`config.mk`:
```
export PLATFORM = sky130hd
export DESIGN_NAME = sram_wrapper
export DESIGN_NICKNAME = d
export VERILOG_FILES = /design/src/verilog/sram_pkg.sv /design/src/verilog/sram_wrapper.sv
export SDC_FILE = /design/constraint.sdc
export NUM_CORES = 1
export LEC_CHECK = 0
export BUFFER_PORTS_ARGS = -buffer_cell sky130_fd_sc_hd__buf_2
export CAP_MARGIN = 20
export CORE_AREA = 2 2 236 238
export DETAILED_ROUTE_END_ITERATION = 8
export DIE_AREA = 0 0 238 240
export HOLD_SLACK_MARGIN = 0.12
export PLACE_DENSITY = 0.34
export SLEW_MARGIN = 20
export SYNTH_ARGS = -nofsm -noshare
export SYNTH_HDL_FRONTEND = slang
export SYNTH_SLANG_ARGS = --single-unit
```
`constraint.sdc`:
```
create_clock -name soc_clk0 -period 1.75 [get_ports soc_clk0]
set_clock_uncertainty 0.15 [all_clocks]
set_input_delay 0.0875 -clock soc_clk0 [delete_from_list [all_inputs] [get_ports soc_clk0]]
set_output_delay 0.0875 -clock soc_clk0 [all_outputs]
set_load 0.02 [all_outputs]
```
`src/verilog/sram_pkg.sv`:
```
/* Sizes and types of the banked 2048x32 SRAM. The bank count and macro depth follow from
   the address split, and data words must divide evenly into byte lanes */
package sram_pkg;

    // Byte lanes per word
    localparam int NUM_WMASKS = 4;

    // Word width in bits
    localparam int DATA_WIDTH = 32;

    // Word address as seen by the SoC
    localparam int ADDR_WIDTH = 11;

    // Word address inside one macro
    localparam int MACRO_ADDR_WIDTH = 9;

    // Upper address bits pick the bank
    localparam int BANK_SEL_WIDTH = ADDR_WIDTH - MACRO_ADDR_WIDTH;

    // One macro per bank index
    localparam int NUM_BANKS = 2 ** BANK_SEL_WIDTH;

    // Words held by each macro
    localparam int MACRO_DEPTH = 2 ** MACRO_ADDR_WIDTH;

    // Data word
    typedef logic [DATA_WIDTH-1:0] data_t;

    // Per-lane write enables with bit n covering byte n
    typedef logic [NUM_WMASKS-1:0] wmask_t;

    // SoC word address
    typedef logic [ADDR_WIDTH-1:0] addr_t;

    // In-macro word address
    typedef logic [MACRO_ADDR_WIDTH-1:0] macro_addr_t;

    // Bank index
    typedef logic [BANK_SEL_WIDTH-1:0] bank_sel_t;

endpackage

```
`src/verilog/sram_wrapper.sv`:
```
/* Splits the SoC word address into bank select and macro address for four banks.
   Returned data is valid only in the cycle right after the read edge */
module sram_wrapper (
    input  logic                                            soc_clk0,
    input  logic                                            arst_n,

    // SoC read/write port 0
    input  logic                                            soc_csb0,
    input  logic                                            soc_web0,
    input  sram_pkg::wmask_t                                soc_wmask0,
    input  sram_pkg::addr_t                                 soc_addr0,
    input  sram_pkg::data_t                                 soc_din0,
    output sram_pkg::data_t                                 soc_dout0,

    // SoC read-only port 1
    input  logic                                            soc_csb1,
    input  sram_pkg::addr_t                                 soc_addr1,
    output sram_pkg::data_t                                 soc_dout1,

    // Macro port 0
    output logic [sram_pkg::NUM_BANKS-1:0]                  bank_csb0,
    output logic [sram_pkg::NUM_BANKS-1:0]                  bank_web0,
    output sram_pkg::wmask_t      [sram_pkg::NUM_BANKS-1:0] bank_wmask0,
    output sram_pkg::macro_addr_t [sram_pkg::NUM_BANKS-1:0] bank_addr0,
    output sram_pkg::data_t       [sram_pkg::NUM_BANKS-1:0] bank_din0,
    input  sram_pkg::data_t       [sram_pkg::NUM_BANKS-1:0] bank_dout0,

    // Macro port 1
    output logic [sram_pkg::NUM_BANKS-1:0]                  bank_csb1,
    output sram_pkg::macro_addr_t [sram_pkg::NUM_BANKS-1:0] bank_addr1,
    input  sram_pkg::data_t       [sram_pkg::NUM_BANKS-1:0] bank_dout1
);

    import sram_pkg::*;

    // Address split
    bank_sel_t   sel0;
    bank_sel_t   sel1;
    macro_addr_t maddr0;
    macro_addr_t maddr1;

    assign sel0   = soc_addr0[ADDR_WIDTH-1:MACRO_ADDR_WIDTH];
    assign sel1   = soc_addr1[ADDR_WIDTH-1:MACRO_ADDR_WIDTH];
    assign maddr0 = soc_addr0[MACRO_ADDR_WIDTH-1:0];
    assign maddr1 = soc_addr1[MACRO_ADDR_WIDTH-1:0];

    // Bank index of the previous edge for the data return
    bank_sel_t sel0_q;
    bank_sel_t sel1_q;

    // Sampled every edge regardless of chip select
    always_ff @(posedge soc_clk0 or negedge arst_n) begin
        if (!arst_n) begin
            sel0_q <= '0;
            sel1_q <= '0;
        end else begin
            sel0_q <= sel0;
            sel1_q <= sel1;
        end
    end

    // Per-bank fan-out
    for (genvar b = 0; b < NUM_BANKS; b++) begin : g_bank
        // Only the addressed bank sees an active strobe
        assign bank_csb0[b]   = soc_csb0 || (sel0 != bank_sel_t'(b));
        assign bank_web0[b]   = soc_web0;
        assign bank_wmask0[b] = soc_wmask0;
        assign bank_addr0[b]  = maddr0;
        assign bank_din0[b]   = soc_din0;

        assign bank_csb1[b]   = soc_csb1 || (sel1 != bank_sel_t'(b));
        assign bank_addr1[b]  = maddr1;
    end

    // Read data return from the bank accessed one cycle earlier
    assign soc_dout0 = bank_dout0[sel0_q];
    assign soc_dout1 = bank_dout1[sel1_q];

endmodule

```
==> results of run 1 <==
what timing repair did:
| action | CTS | global route |
|---|---|---|
| endpoints found under the setup margin | 63 | 68 |
| setup buffers | 9 | 0 |
| hold buffers | 61 | 0 |
| resized for setup | 121 | 22 |
| endpoints found under the hold margin | 228 | 0 |
| cloned | 6 | 1 |
where the power goes:
part / total (W) / internal (W) / switching, W
sequential: 0.000105 / 0.0000983 / 0.00000624
clock: 0.000368 / 0.000293 / 0.0000747
combinational: 0.00200 / 0.000893 / 0.00111
total: 0.00247 / 0.00128 / 0.00119
flip-flops by register name, indices dropped and copies added, names as in the netlist:
signal  count
sel0_q      2
sel1_q      2
Yosys cell counts:
cell      instances
buf_6             2
nand3b_1          2
buf_12            6
dfrtp_1           4
or3_1             2
mux4_2           60
or3b_2            4
mux4_1            4
buf_2             6
buf_4           220
cell type report:
cell class / instances / area (µm²) / area share [%]
repair buffers: 414 / 3043 / 54.16
flip-flops and latches: 4 / 102.6 / 1.826
diodes: 5 / 12.51 / 0.2227
well taps: 704 / 880.8 / 15.68
clock buffers: 3 / 75.07 / 1.336
multi-input cells: 72 / 1504 / 26.77
cells by family (layout without fill, tap and decap cells):
group                  Yosys count  in the layout
buffers and inverters          234            417
multiplexers                    64             64
AND/OR/NAND/NOR                  8              8
flip-flops                       4              4
other                            0              5
worst paths after layout:
path                            from  slack (ns)       endpoint
max                        sel1_q[0]       -0.12  soc_dout1[18]
max in group asynchronous     arst_n        0.52      sel0_q[0]
min in group asynchronous     arst_n        0.68      sel1_q[1]
min                         soc_csb0        0.38   bank_csb0[0]
worst max-delay path, stage by stage (launching register included):
cell and delay [ns]:
dfrtp_2 0.43, buf_12 0.14, buf_16 0.14, mux4_2 0.53, buf_6 0.15
routing by layer:
| layer | wire length [µm] | track usage (%) | up-vias |
|---|---|---|---|
| li1 | - | - | 1272 |
| met1 | 6656 | 6.243 | 1513 |
| met2 | 12210 | 13.85 | 353 |
| met3 | 2081 | 1.653 | 46 |
| met4 | 903 | 3.106 | 4 |
| met5 | 27 | 0 | - |
stage by stage:
stage,cell area [µm²],util [%],cells
after floorplan,3443,-,310
after global placement,4287,7.842,1121
after detailed placement,4287,7.842,1121
after CTS,5569,10.19,1199
after global routing,5615,10.27,1201
final,5618,10.28,1202
==> impl_metrics.ini, run 1 <==
[run_status]
status = finished with violations
failed_checks = negative setup slack

[place]
routabilityCongestion = 0.7622
place_ws_ns = 0.02546
port_buffers = 335
dp_hpwl_mm = 19.21

[global_route]
antenna_found_initial = 14
grt_max_degree = 33
grt_pass1_vias = 3409
grt_overflow = 0
grt_pass1_wl_mm = 26.16
track_usage_pct = 6.785

[timing]
finalHoldViolations = 0
rsz0062_at_grt = true
drv_slew = 0
period_minus_slack_ns = 1.868
worst_slew_pin_slew_ns = 0.9700
relSlewSlack_pct = 35.12
fin_ws_ns = -0.1184
fmax_mhz = 535.2
finalCritPeriodShare_pct = 106.8
finalSetupTns_ns = -3.821
hold_ws_ns = 0.3847
finalSetupViolCount = 62

[synth]
synth_top_family_by_area = buffers and inverters
muxShareOfSynthArea_pct = 42.30
synth_fa_ha_area_share_pct = 0
ys_top_cells_by_area = buf_4 48%, mux4_2 39%, buf_12 3.5%
ys_seq_area_share_pct = 2.907
ys_types = 10
synth_top_area_cell = buf_4
synthSimpleGateAreaFrac_pct = 1.817
synth_compound_area_share_pct = 0
synth-xor-area-share_pct = 0
synth-seq-cells = 4
synth_area_um2 = 3443
avgSynthCellArea_um2 = 11.11
syn_nets = 629
synth_top_area_share_pct = 47.97
synthesis.instances = 310
ys.warnings.count = 0

[min_path]
hold_path_depth = 3
min_path_type = primary input to primary output

[floorplanning]
die_w_um = 238
dieHeight_um = 240
die-area_um2 = 57120
start_util_pct = 6.299
num_rows = 86
ios = 611
core_area_um2 = 54660

[setup_path]
worstPathRequired_ns = 1.51
crit_arrival_ns = 1.63
crit_type = register to primary output
cp_max_fo = 7
end_kind = primary output
worstSetupStartpointType = register

[final_layout]
nets = 814
area_growth_pct = 63.15
final_cell_mix = 268 x buf_2, 66 x buf_6, 64 x mux4_2, 61 x dlygate4sd3_1, 7 x buf_12
drive_gt1_share_pct = 86.41
fill_cells = 6312
layout_commonest_cell = buf_2

[pwr]
irDropWorstVdd_mv = 0.2258
totalPowerFinal_w = 0.002474
p_per_area_nw_per_um2 = 440.4
p_leak_nw = 2.372

[route]
first_pass_iters = 4
drt-wirelength-per-cell_um = 18.20
route.detailed.drc = 0
drtIter0Drc = 124
ant_nets = 0
vias_per_cell = 2.652
vias = 3188
wl_mm = 21.88

[clock_tree]
htreeDepth = 1
cts_tree = done
clk_pin_slew_ns = 0.04
cts.sinks = 4
cts_buffers = 3
ctsRootBufferMaster = clkbuf_16
clk_path_buf_depth = 2

[run]
drv_cap = 0
Power figures use the tool's default switching activity.
==> inputs of run 2 (changes only) <==
--- a/config.mk
+++ b/config.mk
@@ -8,6 +8,7 @@
 export BUFFER_PORTS_ARGS = -buffer_cell sky130_fd_sc_hd__buf_2
 export CAP_MARGIN = 20
 export CORE_AREA = 2 2 236 238
+export CTS_BUF_LIST = sky130_fd_sc_hd__clkbuf_8
 export DETAILED_ROUTE_END_ITERATION = 8
 export DIE_AREA = 0 0 238 240
 export HOLD_SLACK_MARGIN = 0.12
==> impl_metrics.ini, run 2 (synthesis gave the netlist of run 1 again) <==
[min_path]
hold_path_depth = 3
min_path_type = primary input to primary output
worstHoldStart = soc_csb0
whs_endpoint = bank_csb0[0]

[route]
drtIter0Drc = 129
vias_per_cell = 2.651
route.detailed.drc = 0
routed.top_layer = met5
ant_nets = 0
first_pass_iters = 4
vias = 3187
wl_met1_mm = 6.649
drt-wirelength-per-cell_um = 18.19
wl_met3_mm = 2.078
wl_mm = 21.87
dr_wl_met2_mm = 12.21

[timing]
finalSetupViolCount = 62
period_minus_slack_ns = 1.864
finalCritPeriodShare_pct = 106.5
fin_ws_ns = -0.1136
relSlewSlack_pct = 35.12
fmax_mhz = 536.6
rsz0062_at_grt = true
worst_slew_pin_slew_ns = 0.9700
drv_slew = 0
finalHoldViolations = 0

[setup_path]
worstSetupStartpointType = register
crit_type = register to primary output
startpoint = sel1_q[0]
worstPathRequired_ns = 1.51
end_kind = primary output
cp_max_fo = 7
crit_arrival_ns = 1.63

[clock_tree]
ctsRootBufferMaster = clkbuf_8
clk_path_buf_depth = 2
cts_tree = done
cts_buffers = 3
htreeDepth = 1
clk_pin_slew_ns = 0.04
cts.sinks = 4

[global_route]
grt_pass1_vias = 3409
antenna_found_initial = 14
grt_max_degree = 33
grt_pass1_wl_mm = 26.16
track_usage_pct = 6.785
grt_overflow = 0

[pwr]
p_comb_share_pct = 86.6
p_per_area_nw_per_um2 = 413.9
intPower_w = 0.001139
totalPowerFinal_w = 0.002311
clock_power_share_pct = 8.9
p_leak_nw = 2.357
irDropWorstVdd_mv = 0.1262
switching_share_pct = 50.74
seqPwrFrac_pct = 4.5
power.switching_w = 0.001173

[final_layout]
final_util_pct = 10.22
nets = 814
area_growth_pct = 62.17
layout_commonest_cell = buf_2
drive_gt1_share_pct = 86.41
final_cell_mix = 268 x buf_2, 66 x buf_6, 64 x mux4_2, 61 x dlygate4sd3_1, 7 x buf_12
reg.largest.list = sel0_q x2, sel1_q x2

[floorplanning]
ios = 611
dieHeight_um = 240
start_util_pct = 6.299
die-area_um2 = 57120
die_w_um = 238
num_rows = 86
core_area_um2 = 54660

[place]
routabilityCongestion = 0.7622
dp_hpwl_mm = 19.21
place_ws_ns = 0.02546
port_buffers = 335

[run_status]
status = finished with violations
failed_checks = negative setup slack

[run]
drv_cap = 0
## run 2: changes by cell type in the layout (fill, tap and decap cells not counted)
cell	delta
clkbuf_16	-3
clkbuf_8	+3
## run 2: final cells by class
class | count | area [µm²]
clock buffers | 3 | 41.29
multi-input cells | 72 | 1504
fillers | 6318 | 49080
repair buffers | 414 | 3043
diodes | 5 | 12.51
well taps | 704 | 880.8
flip-flops and latches | 4 | 102.6
## run 2: power by group through the flow
| stage | clock [W] | sequential (W) | combinational [W] |
|---|---|---|---|
| 6_report | 0.000206 | 0.000105 | 0.00200 |
| 5_1_grt | 0.000222 | 0.000105 | 0.00210 |
| 4_1_cts | 0.000216 | 0.000104 | 0.00201 |
| 3_5_place_dp | 0 | 0.000106 | 0.00121 |
| 3_3_place_gp | 0 | 0.000106 | 0.00120 |
| 2_1_floorplan | 0 | 0.000102 | 0.00132 |
## run 2: how the worst max path moves through the flow
stage                          endpoint  slack, ns  cells past startpoint
after floorplan            soc_dout0[0]       0.35                      3
after global placement    soc_dout1[11]       0.02                      3
after detailed placement  soc_dout1[11]       0.03                      3
after CTS                 soc_dout1[11]      -0.11                      3
after global routing      soc_dout1[18]      -0.16                      4
final                     soc_dout1[18]      -0.11                      4
## run 2: timing repair
action	CTS	global route
endpoints found under the setup margin	60	68
hold buffers	61	0
gates cloned	6	1
resized for setup	121	22
endpoints found under the hold margin	228	0
buffers inserted	9	0
pin swaps	0	0
## run 2: routing by layer
metal / vias up / global-route usage [%]
li1: 1271 / -
met4: 4 / 3.106
met3: 46 / 1.653
met2: 353 / 13.85
met1: 1513 / 6.243
met5: - / 0
## run 2: worst max-delay path: stages (launching register included)
cell and delay [ns]:
dfrtp_2 0.43, buf_12 0.14, buf_16 0.14, mux4_2 0.53, buf_6 0.15
## run 2: per-stage QoR
step	instance area, µm²	std cells	setup TNS, ns	hold slack (ns)
after detailed placement	4287	1121	0	-0.2244
after global placement	4287	1121	0	-0.2267
after CTS	5535	1199	-5.178	0.3910
after floorplan	3443	310	0	-0.3581
after global routing	5582	1201	-6.353	0.4063
final	5584	1202	-3.451	0.3848
